$ cat config.mk
export PLATFORM = sky130hd
export DESIGN_NAME = lcdController
export DESIGN_NICKNAME = d
export VERILOG_FILES = /design/src/lcdPkg.sv /design/src/lcdByteIf.sv /design/src/lcdController.sv /design/src/nibbleWriter.sv /design/src/displaySequencer.sv /design/src/textBuffer.sv
export SDC_FILE = /design/constraint.sdc
export NUM_CORES = 1
export LEC_CHECK = 0
export ABC_AREA = 1
export BUFFER_PORTS_ARGS = -buffer_cell sky130_fd_sc_hd__buf_2
export CAP_MARGIN = 20
export CORE_MARGIN = 3
export CORE_UTILIZATION = 68
export CTS_CLUSTER_SIZE = 12
export DETAILED_ROUTE_END_ITERATION = 16
export PLACE_DENSITY = 0.85
export SLEW_MARGIN = 20
export SYNTH_ARGS = -nofsm -noshare
export SYNTH_HDL_FRONTEND = slang
export SYNTH_SLANG_ARGS = --single-unit
$ cat constraint.sdc
create_clock -name clk -period 3 [get_ports clk]
set_input_delay 0.3 -clock clk [delete_from_list [all_inputs] [get_ports clk]]
set_output_delay 0.3 -clock clk [all_outputs]
set_load 0.05 [all_outputs]
$ cat src/lcdPkg.sv
package lcdPkg;

    ////////////////////////////////////////////////////////////
    // widths
    ////////////////////////////////////////////////////////////

    typedef logic [3:0] lcdNibble_t;
    typedef logic [7:0] lcdByte_t;

    // top bit picks the line, low four the column
    typedef logic [4:0] charAddr_t;

    ////////////////////////////////////////////////////////////
    // HD44780 commands
    ////////////////////////////////////////////////////////////

    // 4-bit bus, two lines, 5x8 font
    localparam lcdByte_t lcdCmdFunctionSet = 8'h28;
    localparam lcdByte_t lcdCmdEntryMode   = 8'h06;
    localparam lcdByte_t lcdCmdDisplayOn   = 8'h0C;
    localparam lcdByte_t lcdCmdClear       = 8'h01;
    localparam lcdByte_t lcdCmdLine0Addr   = 8'h80;
    localparam lcdByte_t lcdCmdLine1Addr   = 8'hC0;

    // power-on nibbles, sent before the bus is in 4-bit mode
    localparam lcdNibble_t lcdWakeNibble = 4'h3;
    localparam lcdNibble_t lcdModeNibble = 4'h2;
    localparam int         lcdWakeCount  = 3;

    // function set, entry mode, display on, clear
    localparam int lcdConfigCount = 4;

    localparam int       lcdLineChars = 16;
    localparam lcdByte_t lcdBlankChar = 8'h20;

    // clock cycles per E step
    localparam int lcdStepCycles = 10000;

    ////////////////////////////////////////////////////////////
    // state machines
    ////////////////////////////////////////////////////////////

    typedef enum logic [2:0] {
        seqWake,
        seqMode,
        seqConfig,
        seqLineAddr,
        seqChars
    } seqState_t;

    typedef enum logic [1:0] {
        wrIdle,
        wrSetup,
        wrPulse,
        wrHold
    } writerState_t;

endpackage
$ cat src/lcdByteIf.sv
interface lcdByteIf
    import lcdPkg::*;
();

    lcdByte_t data;
    logic     rs;
    // only data[3:0] goes out
    logic     nibbleOnly;
    logic     valid;
    logic     ready;

    modport source (
        output data, rs, nibbleOnly, valid,
        input  ready
    );

    modport sink (
        input  data, rs, nibbleOnly, valid,
        output ready
    );

endinterface

$ cat src/lcdController.sv
module lcdController
    import lcdPkg::*;
#(
    parameter int stepCycles = lcdStepCycles
) (
    input  logic       clk,
    input  logic       reset,

    // wishbone classic slave
    input  logic       cyc,
    input  logic       stb,
    input  logic       we,
    input  charAddr_t  adr,
    input  lcdByte_t   datW,
    output lcdByte_t   datR,
    output logic       ack,

    // display pins, R/W is tied low on the board
    output lcdNibble_t lcdData,
    output logic       lcdRs,
    output logic       lcdE
);

    charAddr_t readAddr;
    lcdByte_t  readChar;

    lcdByteIf byteLink ();

    textBuffer u_textBuffer (
        .clk      (clk),
        .reset    (reset),
        .cyc      (cyc),
        .stb      (stb),
        .we       (we),
        .adr      (adr),
        .datW     (datW),
        .datR     (datR),
        .ack      (ack),
        .readAddr (readAddr),
        .readChar (readChar)
    );

    displaySequencer u_displaySequencer (
        .clk      (clk),
        .reset    (reset),
        .readChar (readChar),
        .readAddr (readAddr),
        .byteOut  (byteLink.source)
    );

    nibbleWriter #(
        .stepCycles (stepCycles)
    ) u_nibbleWriter (
        .clk     (clk),
        .reset   (reset),
        .byteIn  (byteLink.sink),
        .lcdData (lcdData),
        .lcdRs   (lcdRs),
        .lcdE    (lcdE)
    );

endmodule

$ cat src/nibbleWriter.sv
module nibbleWriter
    import lcdPkg::*;
#(
    parameter int stepCycles = lcdStepCycles
) (
    input  logic       clk,
    input  logic       reset,

    lcdByteIf.sink     byteIn,

    output lcdNibble_t lcdData,
    output logic       lcdRs,
    output logic       lcdE
);

    localparam int stepWidth = $clog2(stepCycles + 1);

    writerState_t state;

    logic [stepWidth-1:0] stepCount;
    logic                 stepDone;

    lcdByte_t byteReg;
    logic     rsReg;
    // set once the high nibble is out, or from the start for nibbleOnly
    logic     lowPhase;

    assign byteIn.ready = (state == wrIdle);
    assign stepDone     = (stepCount == stepWidth'(stepCycles - 1));

    ////////////////////////////////////////////////////////////
    // step timer
    ////////////////////////////////////////////////////////////

    always_ff @(posedge clk) begin
        if (reset) begin
            stepCount <= '0;
        end else if (state == wrIdle || stepDone) begin
            stepCount <= '0;
        end else begin
            stepCount <= stepCount + 1'b1;
        end
    end

    ////////////////////////////////////////////////////////////
    // E low, data setup, E high for each nibble
    ////////////////////////////////////////////////////////////

    always_ff @(posedge clk) begin
        if (reset) begin
            state    <= wrIdle;
            lowPhase <= 1'b0;
            lcdData  <= '0;
            lcdRs    <= 1'b0;
            lcdE     <= 1'b0;
        end else begin
            case (state)
                wrIdle: begin
                    if (byteIn.valid) begin
                        state    <= wrHold;
                        lowPhase <= byteIn.nibbleOnly;
                    end
                end
                wrHold: begin
                    if (stepDone) begin
                        state   <= wrSetup;
                        lcdData <= lowPhase ? byteReg[3:0] : byteReg[7:4];
                        lcdRs   <= rsReg;
                    end
                end
                wrSetup: begin
                    if (stepDone) begin
                        state <= wrPulse;
                        lcdE  <= 1'b1;
                    end
                end
                default: begin
                    if (stepDone) begin
                        lcdE <= 1'b0;
                        if (lowPhase) begin
                            state <= wrIdle;
                        end else begin
                            state    <= wrHold;
                            lowPhase <= 1'b1;
                        end
                    end
                end
            endcase
        end
    end

    always_ff @(posedge clk) begin
        if (state == wrIdle && byteIn.valid) begin
            byteReg <= byteIn.data;
            rsReg   <= byteIn.rs;
        end
    end

endmodule

$ cat src/displaySequencer.sv
module displaySequencer
    import lcdPkg::*;
(
    input  logic       clk,
    input  logic       reset,

    input  lcdByte_t   readChar,
    output charAddr_t  readAddr,

    lcdByteIf.source   byteOut
);

    seqState_t state;

    // column in seqChars, item index during init
    logic [3:0] column;
    logic       line;

    lcdByte_t configByte;
    lcdByte_t nextData;
    logic     nextRs;
    logic     nextNibbleOnly;
    logic     accepted;

    assign readAddr = {line, column};
    assign accepted = byteOut.valid && byteOut.ready;

    always_comb begin
        case (column[1:0])
            2'd0:    configByte = lcdCmdFunctionSet;
            2'd1:    configByte = lcdCmdEntryMode;
            2'd2:    configByte = lcdCmdDisplayOn;
            default: configByte = lcdCmdClear;
        endcase
    end

    // what the current state wants to send next
    always_comb begin
        nextData       = configByte;
        nextRs         = 1'b0;
        nextNibbleOnly = 1'b0;
        case (state)
            seqWake: begin
                nextData       = {4'h0, lcdWakeNibble};
                nextNibbleOnly = 1'b1;
            end
            seqMode: begin
                nextData       = {4'h0, lcdModeNibble};
                nextNibbleOnly = 1'b1;
            end
            seqLineAddr: begin
                nextData = line ? lcdCmdLine1Addr : lcdCmdLine0Addr;
            end
            seqChars: begin
                nextData = readChar;
                nextRs   = 1'b1;
            end
            default: ;
        endcase
    end

    ////////////////////////////////////////////////////////////
    // present, wait for the writer, then advance
    ////////////////////////////////////////////////////////////

    always_ff @(posedge clk) begin
        if (reset) begin
            state         <= seqWake;
            column        <= '0;
            line          <= 1'b0;
            byteOut.valid <= 1'b0;
        end else if (!byteOut.valid) begin
            byteOut.valid <= 1'b1;
        end else if (accepted) begin
            byteOut.valid <= 1'b0;
            column        <= column + 4'd1;
            case (state)
                seqWake: begin
                    if (column == 4'(lcdWakeCount - 1)) begin
                        state  <= seqMode;
                        column <= '0;
                    end
                end
                seqMode: begin
                    state  <= seqConfig;
                    column <= '0;
                end
                seqConfig: begin
                    if (column == 4'(lcdConfigCount - 1)) begin
                        state  <= seqLineAddr;
                        column <= '0;
                    end
                end
                seqLineAddr: begin
                    state  <= seqChars;
                    column <= '0;
                end
                default: begin
                    // last column wraps to the other line
                    if (column == 4'(lcdLineChars - 1)) begin
                        state <= seqLineAddr;
                        line  <= !line;
                    end
                end
            endcase
        end
    end

    // byte is sampled once, held until the writer takes it
    always_ff @(posedge clk) begin
        if (!byteOut.valid) begin
            byteOut.data       <= nextData;
            byteOut.rs         <= nextRs;
            byteOut.nibbleOnly <= nextNibbleOnly;
        end
    end

endmodule

$ cat src/textBuffer.sv
module textBuffer
    import lcdPkg::*;
(
    input  logic      clk,
    input  logic      reset,

    // wishbone classic slave
    input  logic      cyc,
    input  logic      stb,
    input  logic      we,
    input  charAddr_t adr,
    input  lcdByte_t  datW,
    output lcdByte_t  datR,
    output logic      ack,

    // sequencer read port
    input  charAddr_t readAddr,
    output lcdByte_t  readChar
);

    lcdByte_t chars [2*lcdLineChars];

    logic request;

    assign request = cyc && stb;

    ////////////////////////////////////////////////////////////
    // bus side
    ////////////////////////////////////////////////////////////

    // ack one cycle after the request, then drop for a cycle
    always_ff @(posedge clk) begin
        if (reset) begin
            ack <= 1'b0;
        end else begin
            ack <= request && !ack;
        end
    end

    always_ff @(posedge clk) begin
        if (reset) begin
            for (int i = 0; i < 2*lcdLineChars; i++) begin
                chars[i] <= lcdBlankChar;
            end
        end else if (request && we && ack) begin
            chars[adr] <= datW;
        end
    end

    // captured on the request cycle, valid while ack is high
    always_ff @(posedge clk) begin
        if (request && !ack) begin
            datR <= chars[adr];
        end
    end

    ////////////////////////////////////////////////////////////
    // display side
    ////////////////////////////////////////////////////////////

    assign readChar = chars[readAddr];

endmodule

**Word-level counts from Yosys, hierarchy flattened**

Memory sizes are Yosys's and may differ from the RTL's. A register that Yosys moved wholly into a read port is not among the register bits.
Cells that the tools add are included.

- Bitwise gates (word level): 3
- Equality and inequality tests: 17
- Reductions and logical operators: 27
- Add/sub/neg operators: 2
- Multiplexer cells: 34

Operators with widths:

| operator | number |
|---|---|
| one-hot mux 8 bit (4 select lines) | 1 |
| one-hot mux 6 bit (3 select lines) | 1 |
| adder 14 x 1 -> 14 bit (second input constant) | 1 |
| == test 14 bit (second input constant) | 1 |
| 2-to-1 mux 1 bit | 13 |
| 2-to-1 mux 4 bit | 3 |
| one-hot mux 3 bit (4 select lines) | 1 |
| one-hot mux 4 bit (3 select lines) | 1 |
| 2-to-1 mux 2 bit | 5 |
| inequality test 2 x 1 -> 1 bit (second input constant) | 5 |
| OR reduction 2 bit | 5 |
| 2-to-1 mux 3 bit | 3 |
| == test 4 x 2 -> 1 bit (second input constant) | 2 |
| 2-to-1 mux 8 bit | 1 |
| AND reduction 4 bit | 2 |
| OR reduction 8 bit | 1 |
| 2-to-1 mux 7 bit | 1 |
| == test 3 x 2 -> 1 bit (second input constant) | 2 |
| one-hot mux 2 bit (3 select lines) | 1 |
| AND reduction 2 bit | 3 |
| logical AND 1 bit | 5 |
| 2-to-1 mux 5 bit | 1 |
| AND reduction 5 bit | 1 |
| nonzero test 5 bit | 1 |
| other kinds (15) | 22 |

- Output and inout port bits: 15
- Input bits: 18
- Bits in registers: 52
- Word-level logic and storage cells: 100
- Bits in writable memories: 256
- Memories: 1

Memory list:

| memory | depth | bits a word | read ports | clocked after memory_dff | wr ports | RTL line | text |
|---|---|---|---|---|---|---|---|
| u_textBuffer.chars | 32 | 8 | 2 | 1 | 32 | textBuffer.sv:21 | `lcdByte_t chars [2*lcdLineChars];` |

**Depth between registers and ports, before layout**

Gate-level depths: netlist (run 1).

- Depth after elaboration: 8
- Gate-level depth with buffers: 13
- Mapped depth without buffers: 10

**Cells and area by module**

A second synthesis (run 1) with hierarchy kept.

- Cells, all modules: 2038
- Area, all modules: 16460.8 um^2

By module, submodules not included:

| module | seq. area each (um^2) | cells an instance | instances | area an instance (um^2) |
|---|---|---|---|---|
| textBuffer | 7947.6 | 1738 | 1 | 13987.2 |
| nibbleWriter | 730.7 | 188 | 1 | 1510.2 |
| displaySequencer | 480.5 | 112 | 1 | 963.4 |

**Worst setup path before layout (run 1)**

OpenSTA, ideal clock, no wires.

- Kind: flip-flop to flip-flop
- From: register u_textBuffer.ack
- To: memory u_textBuffer.chars[12][0] (netlist name) (enable)
- Setup slack: 0.928 ns
- Arrival: 1.744 ns
- Data required time: 2.671 ns
- Setup time: 0.329 ns
- Buffers on the path: 1
- Stages on the path, launching flop included: 8
- Period minus slack after synthesis: 2.072 ns
- Cells stage by stage: dfxtp_1 nand3_1 nor2_1 inv_1 nor2_2 buf_2 nand2_2 nand2_1

RTL lines:

| item | RTL line | text |
|---|---|---|
| start, declared | textBuffer.sv:14 | `output logic ack,` |
| start signal, assigned | textBuffer.sv:36 | `ack <= request && !ack;` |
| end, declared | textBuffer.sv:21 |  |

==> results of run 1 <==
==> registers in the layout (all words and copies together), names as in the netlist <==
name / flops
u_displaySequencer.byteOut.data: 8
u_displaySequencer.byteOut.nibbleOnly: 1
u_displaySequencer.byteOut.rs: 1
u_displaySequencer.byteOut.valid: 1
u_displaySequencer.column: 4
u_displaySequencer.line: 1
u_displaySequencer.state: 3
u_nibbleWriter.byteReg: 8
u_nibbleWriter.lcdData: 4
u_nibbleWriter.lcdE: 1
u_nibbleWriter.lcdRs: 1
u_nibbleWriter.lowPhase: 1
u_nibbleWriter.rsReg: 1
u_nibbleWriter.state: 2
u_nibbleWriter.stepCount: 14
u_textBuffer.ack: 1
u_textBuffer.chars: 256
u_textBuffer.datR: 8
==> power breakdown <==
part           switching, mW  total, mW  internal (mW)
Combinational           1.80       2.48          0.682
Clock                   1.66       3.80           2.14
Sequential             0.170       5.18           5.01
Total                   3.63       11.5           7.83
==> layer usage <==
metal / vias to the layer above / wire (um) / GRT usage (%) / part of all wire, %
met4: 2 / 3000 / 17.7 / 5.9
met2: 1387 / 22100 / 59.8 / 43
li1: 6323 / - / - / -
met5: - / 13 / 0 / 0.025
met3: 242 / 8530 / 10.6 / 17
met1: 6471 / 17400 / 53.3 / 34
==> synth_stat cells, drive strengths merged <==
cell	count	area, um^2
a21boi	1	7.51
a21oi	55	275
a22oi	98	736
a31oi	1	6.26
buf	41	208
clkbuf	75	282
clkinv	2	7.51
dfxtp	33	661
edfxtp	283	8500
ha	9	113
inv	101	379
mux2i	4	40.0
nand2	433	1650
nand3	100	500
nand3b	1	7.51
nand4	9	56.3
nor2	422	1590
nor3	20	100
nor3b	2	15.0
nor4	2	12.5
o211ai	8	60.1
o21ai	140	701
o21bai	1	7.51
o22ai	21	131
or2	5	31.3
xnor2	1	8.76
xor2	1	8.76
==> kinds of logic after synthesis <==
| kind of cell | count (synthesis) | synth area share (%) |
|---|---|---|
| adder cells (fa/ha/maj) | 9 | 0.699 |
| XOR/XNOR | 2 | 0.109 |
| flip-flops | 316 | 56.9 |
| buffers and inverters | 219 | 5.44 |
| multiplexers | 4 | 0.249 |
| AO/OA/AOI/OAI | 325 | 12.0 |
| AND/OR/NAND/NOR | 994 | 24.7 |
==> layout make-up <==
type | count | share of cell area, %
clock buffer | 47 | 5.24
timing repair buffer | 75 | 3.24
inverter | 103 | 2.20
sequential | 316 | 52.1
multi-input combinational | 1334 | 34.7
clock inverter | 9 | 0.249
tap | 313 | 2.23
==> cells in the final DEF (no fill, tap or decap), types with 2 or more instances in the layout <==
cell       instances
nor3_2             4
nor2_1           415
dfxtp_1           31
mux2i_1            4
nor3_1            16
a21oi_1           55
nor3b_1            2
a22oi_1           98
nand2_2           11
nor4_1             2
buf_4             36
edfxtp_1         283
buf_2             32
inv_1             94
clkbuf_16         35
clkbuf_1          12
inv_2              5
o211ai_1           8
o21ai_0          139
ha_1               9
nand3_1          100
nand2_1          422
nor2_4             3
clkinv_1           8
nand4_1            9
nor2_2             4
buf_12             7
o22ai_1           21
clkinv_2           4
or2_2              5
==> worst max path at each step <==
| stage | depth (start not counted) | slack (ns) | end |
|---|---|---|---|
| after CTS | 7 | 0.70 | u_textBuffer.chars[0][1]$_SDFFCE_PN0P_ |
| after detailed placement | 9 | 0.57 | u_textBuffer.chars[0][4]$_SDFFCE_PN0P_ |
| after floorplan | 7 | 0.93 | u_textBuffer.chars[12][0]$_SDFFCE_PN0P_ |
| after global routing | 7 | 0.51 | u_textBuffer.chars[0][1]$_SDFFCE_PN0P_ |
| final | 7 | 0.64 | u_textBuffer.chars[0][1]$_SDFFCE_PN0P_ |
| after global placement | 9 | 0.63 | u_textBuffer.chars[0][6]$_SDFFCE_PN0P_ |
==> tightest hold or removal path, stage by stage <==
cell and delay [ns]:
buf_2 0.09, nand2_1 0.09, nor3_1 0.05
==> summary.md, run 1 <==
| Metric | Value |
|---|---|
| Design Power | `11.5 mW` |
| H-Tree Depth | `2` |
| LEAKAGE | `slightly above 7 nW` |
| DRC viols | `0` |
| Crit path kind | `reg2reg` |
| Cell Area, Synth | `around 16000 um^2` |
| Area after DPL | `around 17000 um^2` |
| Routed wire length | `51100 um` |
| CTS tree | `built` |
| First-pass GRT wire length | `just under 80000 um` |
| Worst-Margin Slew | `slightly above 0.9 ns` |
| Synth warn | `0` |
| Dpl hpwl | `approximately 33000 um` |
| GRT overflow | `0` |
| Hold_ws | `around 0.072 ns` |
| Pin count of the biggest net entering global routing | `83` |
| Cell count after placement | `2141` |
| Crit path cell chain | `nand3_1, nor2_1, inv_1, nor2_2, buf_4, nand2_1, nand2_1` |
| Layout cells sized above 1 | `7.91%` |
| Worst R2R Setup Slack | `between 0.6 and 0.7 ns` |
| IO Port Bufs | `32` |
| Clk slew on worst S/H paths | `approximately 0.06 ns` |
| Clock sink total | `approximately 320` |
| Starting Density | `70.0%` |
| Buffers & Inverters on Critical Path | `2` |
| Data arrival, critical path | `2.54 ns` |
| Die Ht | `between 150 and 200 um` |
| Final hold viol count | `0` |
| Multi-input logic area | `~6100 um^2` |
| Fmax | `roughly 420 MHz` |
| Netlist cell types | `33` |
| Max VDD drop | `0.526 mV` |
| CP max stage cell | `dfxtp_1` |
| Area delta synth->final | `9.23%` |
| # fillers | `1588` |
| CTS hold repair buffers | `0` |
| Final period util | `approximately four fifths` |
| CP most frequent cell | `nand2_1` |
| Final setup fails | `0` |
| Final Max Slew Viols | `0` |
| Startpoint types | `register` |
| FF/Latch Area | `a little over 9000 um^2` |
| 1st-iter DRT viols | `2734` |
| Site Rows | `55` |
| PnR worst setup slack | `0.640 ns` |
| Mapped Avg Cell Area | `8.61 um^2` |
| Die X-Extent | `approximately 160 um` |
| Minimum clock period | `2.36 ns` |
| Vias in the first global route | `about 13000` |
| Setup WS pre-CTS | `between 0.5 and 0.6 ns` |
| Total CTS buffers | `34` |
| Register area share after synthesis | `56.9%` |
| Gpl congestion | `about 1.1` |
| Layout Cells excl Fill | `roughly 2200` |
| Design Area, Final | `approximately 18000 um^2` |
| Core footprint | `around 23000 um^2` |
| HP Class | `in2reg` |
| Setup_tns | `0 ns` |
| DR pass1 iterations | `9` |
| Synthesized Nets | `about 1900` |
| Ports | `33` |
| Syn Inst Count | `1869` |
| N_diodes | `0` |
| ANT nets after route | `0` |
| CTS max path bufs | `3` |
| Worst Clk Skew | `about 0.023 ns` |
| RSZ-0062 raised after global routing | `no` |
| Via density | `around 6.6` |
| Post-CTS sizing | `0` |
| GRT Util Overall | `39.2%` |
| Rel. slew slack | `38.2%` |
| Final #Nets | `1891` |
| Worst hold endpoint | `u_textBuffer.ack$_SDFF_PP0_` |
| Initial antenna violation count | `1` |
| Crit path largest cell delay | `around 0.37 ns` |
| Max cap viols | `0` |
| Die area | `25600 um^2` |
| Yosys reg bits | `~320` |
| Clock root buffer | `clkbuf_16` |
| Util after Layout | `76.5%` |
| Post-CTS Setup Inserts | `0` |
| Reg2reg path depth | `7` |
| Crit path max fanout | `8` |
| CP Capture Type | `register` |
| Reg2reg start | `u_textBuffer.ack$_SDFF_PP0_` |
| CP required | `roughly 3.2 ns` |
| Clk Latency, worst-skew pair | `between 0.5 and 0.6 ns` |
| Worst path top cell family by delay | `simple AND/OR/NAND/NOR gates` |
| Worst Setup SP | `u_textBuffer.ack$_SDFF_PP0_` |
| Hold depth | `3` |
| Outcome | `completed` |
| Min-delay src | `stb` |
| Power density over the cells | `between 600 and 700 nW/um^2` |
| DR vias | `between 10000 and 15000` |
| Avg WL per Cell | `about 23 um` |
| R2r endpoint | `u_textBuffer.chars[0][1]$_SDFFCE_PN0P_` |
Power figures use the tool's default switching activity.
==> inputs of run 2 (changes only) <==
- ABC_AREA: 1 -> 0
- CORE_UTILIZATION: 68 -> 63
- PLACE_DENSITY: 0.85 -> 0.8
- clock period: 3 -> 2.4 ns (I/O delays scaled with it)
==> summary.md, run 2 <==
| Metric | Value |
|---|---|
| Outcome | `complete, but fails checks` |
| Failing checks | `negative setup slack` |
| Mapped Avg Cell Area | `13.5 um^2 (+57%)` |
| Util after Layout | `72.0% (-4.5 points)` |
| CP max stage cell | `dfxtp_1` |
| Vias in the first global route | `10800 (-19%)` |
| Startpoint types | `register` |
| Die area | `28200 um^2 (+10%)` |
| Clk slew on worst S/H paths | `0.06 ns (about the same)` |
| Dpl hpwl | `30700 um (-7.9%)` |
| Total CTS buffers | `35 (+2.9%)` |
| CTS max path bufs | `3 (unchanged)` |
| Synth area leaders | `edfxtp_1 (51%), mux4_2 (14%), and2_1 (8.6%), mux2i_1 (4.4%), dfxtp_1 (4.0%)` |
| Area share of the largest cell type after synthesis | `51.5% (-1.3 points)` |
| WP depth | `6 (-1)` |
| Starting Density | `64.8% (-5.2 points)` |
| Crit path max fanout | `11 (+3)` |
| HP Class | `in2reg` |
| Top flop regs | `u_textBuffer.chars (256), u_nibbleWriter.stepCount (14)` |
| Avg WL per Cell | `27.6 um (+19%)` |
| Crit path cell chain | `nor2b_2, buf_4, a22o_1, a21oi_1, a311oi_1, o21ai_0` |
| Clock sink total | `316 (unchanged)` |
| Setup_tns | `-0.00446 ns (-0.00446 ns)` |
| Most common cell in the netlist | `edfxtp_1` |
| H-Tree Depth | `2 (unchanged)` |
| Ports | `33 (unchanged)` |
| Async S/R FF share, synth | `0% (unchanged)` |
| Netlist cell types | `60 (+82%)` |
| Pin count of the biggest net entering global routing | `59 (-29%)` |
| Cell Area, Synth | `16500 um^2 (+2.6%)` |
| Area delta synth->final | `11.0%` |
| Final hold viol count | `0 (unchanged)` |
| Reg2reg path depth | `6 (-1)` |
| Worst Clk Skew | `0.0241 ns (+0.00112 ns)` |
| Max cap viols | `0 (unchanged)` |
| Post-synth EDFFs | `283 (unchanged)` |
| Rel. slew slack | `22.4% (-16 points)` |
| First-pass GRT wire length | `67100 um (-13%)` |
| Core footprint | `25500 um^2 (+11%)` |
| Max FFs per register | `256 (unchanged)` |
| Gpl congestion | `0.975 (-7.3%)` |
| Hold depth | `4 (+1)` |
| Most flops, register | `u_textBuffer.chars` |
| Power density over the cells | `776 nW/um^2 (+19%)` |
| GRT Util Overall | `31.7% (-7.5 points)` |
| Final period util | `100% (+22 points)` |
| Synthesized Nets | `1246 (-34%)` |
| Post-synth top cells | `edfxtp_1 (283), and2_1 (227), mux4_2 (103)` |
| IO Port Bufs | `32 (unchanged)` |
| Initial antenna violation count | `0 (-1)` |
| Routing usage on met2 | `48.9% (-11 points)` |
| Buffers & Inverters on Critical Path | `1 (-1)` |
| Crit path largest cell delay | `0.61 ns (+0.24 ns)` |
| Final #Nets | `1277 (-32%)` |
| Max VDD drop | `0.695 mV (+32%)` |
| Cell count after placement | `1540 (-28%)` |
| CP Capture Type | `register` |
| Final setup fails | `1 (+1)` |
| Clock root buffer | `clkbuf_16` |
| GR peak layer | `met2` |
| Data arrival, critical path | `2.62 ns (+0.08 ns)` |
| Layout Cells excl Fill | `1605 (-27%)` |
| Minimum clock period | `2.40 ns (+0.0443 ns)` |
| RSZ-0062 raised after global routing | `no` |
| Worst path top cell family by delay | `compound AO/OA/AOI/OAI gates` |
| Setup WS pre-CTS | `0.110 ns (-0.459 ns)` |
| DRC viols | `0 (unchanged)` |
| Design Power | `14.2 mW (+24%)` |
| Via density | `6.87 (+4.7%)` |
| Register area share after synthesis | `55.5% (-1.4 points)` |
| GRT overflow | `0 (unchanged)` |
| Crit path kind | `reg2reg` |
| DR vias | `11000 (-24%)` |
| PnR worst setup slack | `-0.00446 ns (-0.644 ns)` |
| Met1 Use GR | `46.1% (-7.2 points)` |
| Worst-Margin Slew | `1.16 ns (+0.230 ns)` |
| 1st-iter DRT viols | `1729 (-37%)` |
| CP required | `2.61 ns (-0.57 ns)` |
| Synth warn | `0 (unchanged)` |
| Routed wire length | `44300 um (-13%)` |
| Syn Inst Count | `1219 (-35%)` |
| DR pass1 iterations | `6 (-3)` |
| N_diodes | `0 (unchanged)` |
| Die Ht | `168 um (+5.0%)` |
| Site Rows | `58 (+5.5%)` |
| Most frequent cells in the layout | `edfxtp_1 (283), and2_1 (227), mux4_2 (103)` |
| LEAKAGE | `6.40 nW (-9.3%)` |
| Die X-Extent | `168 um (+5.0%)` |
| Met3 usage | `6.93% (-3.7 points)` |
| ANT nets after route | `0 (unchanged)` |
| Yosys reg bits | `316 (unchanged)` |
| Synth Flop Type | `edfxtp_1` |
| Yosys top cell by area | `edfxtp_1` |
| Clk Latency, worst-skew pair | `0.53 ns (about the same)` |
| CTS tree | `built` |
| Fmax | `416 MHz (-1.8%)` |
| Final Max Slew Viols | `0 (unchanged)` |
| Layout cells sized above 1 | `22.8% (+15 points)` |
| Commonest non-fill, non-tap cell in the layout | `edfxtp_1` |
run 2: cell types whose count changed after synthesis, sizes merged, moves of 36 or more:
cell / previous run / this run
mux2i: 4 / 73
nand2: 433 / 37
nand3: 100 / 12
a22oi: 98 / 50
mux4: 0 / 103
nor2: 422 / 83
a21oi: 55 / 19
and2: 0 / 227
o21ai: 140 / 7
inv: 101 / 15
run 2: power breakdown:
group          total (mW)  internal [mW]  switching, mW
sequential           6.43           6.25          0.182
combinational        2.67           1.15           1.52
clock                5.12           3.01           2.11
run 2: cell type report:
type / count / area (um^2)
clock buffers: 49 / 960
inverters: 15 / 56.3
clock inverters: 13 / 121
repair buffers: 87 / 721
flip-flops and latches: 316 / 9170
multi-input cells: 795 / 6900
well taps: 330 / 413
fillers: 1681 / 7140
run 2: final timing paths:
check                                               startpoint                                           end  slack [ns]
setup / recovery     u_displaySequencer.column[3]$_SDFFE_PP0P_  u_displaySequencer.byteOut.data[7]$_DFFE_PN_      -0.004
hold / removal                                             cyc                u_textBuffer.datR[3]$_DFFE_PP_        0.30
setup reg to reg     u_displaySequencer.column[3]$_SDFFE_PP0P_  u_displaySequencer.byteOut.data[7]$_DFFE_PN_      -0.004
hold reg to reg   u_displaySequencer.byteOut.data[1]$_DFFE_PN_           u_nibbleWriter.byteReg[1]$_DFFE_PN_        0.42
run 2: what timing repair did:
action,CTS,global route
endpoints found under the setup margin,0,1
buffers inserted,0,0
gates resized for setup,0,1
hold endpoints to repair,2,0
hold buffers,3,0
run 2: cells by family after synthesis:
group | after synthesis | synth area share, %
DFF | 316 | 55.5
and+or+nand+nor | 480 | 16.6
xor gates and xnor gates | 13 | 0.689
AOI/OAI and AO/OA | 108 | 4.73
muxes | 185 | 19.1
adders and majority gates | 9 | 0.682
buffers and inverters | 108 | 2.80
run 2: worst min-delay path: stages:
cell and delay, ns:
buf_2 0.10, nand2_1 0.07, nor2_1 0.04, buf_4 0.18
run 2: through the flow:
| stage | hold slack, ns | area, um^2 |
|---|---|---|
| finish | 0.303 | 18300 |
| global route | 0.331 | 18300 |
| CTS | 0.281 | 18300 |
| detailed placement | 0.410 | 17200 |
| global placement | 0.403 | 17200 |
| floorplan | 0.383 | 16500 |
run 2: per-layer routing:
metal  up-vias  wire, um
li1       4664         -
met1      5495     16700
met2       749     20400
met3       124      5410
met4         0      1700
met5         -         0
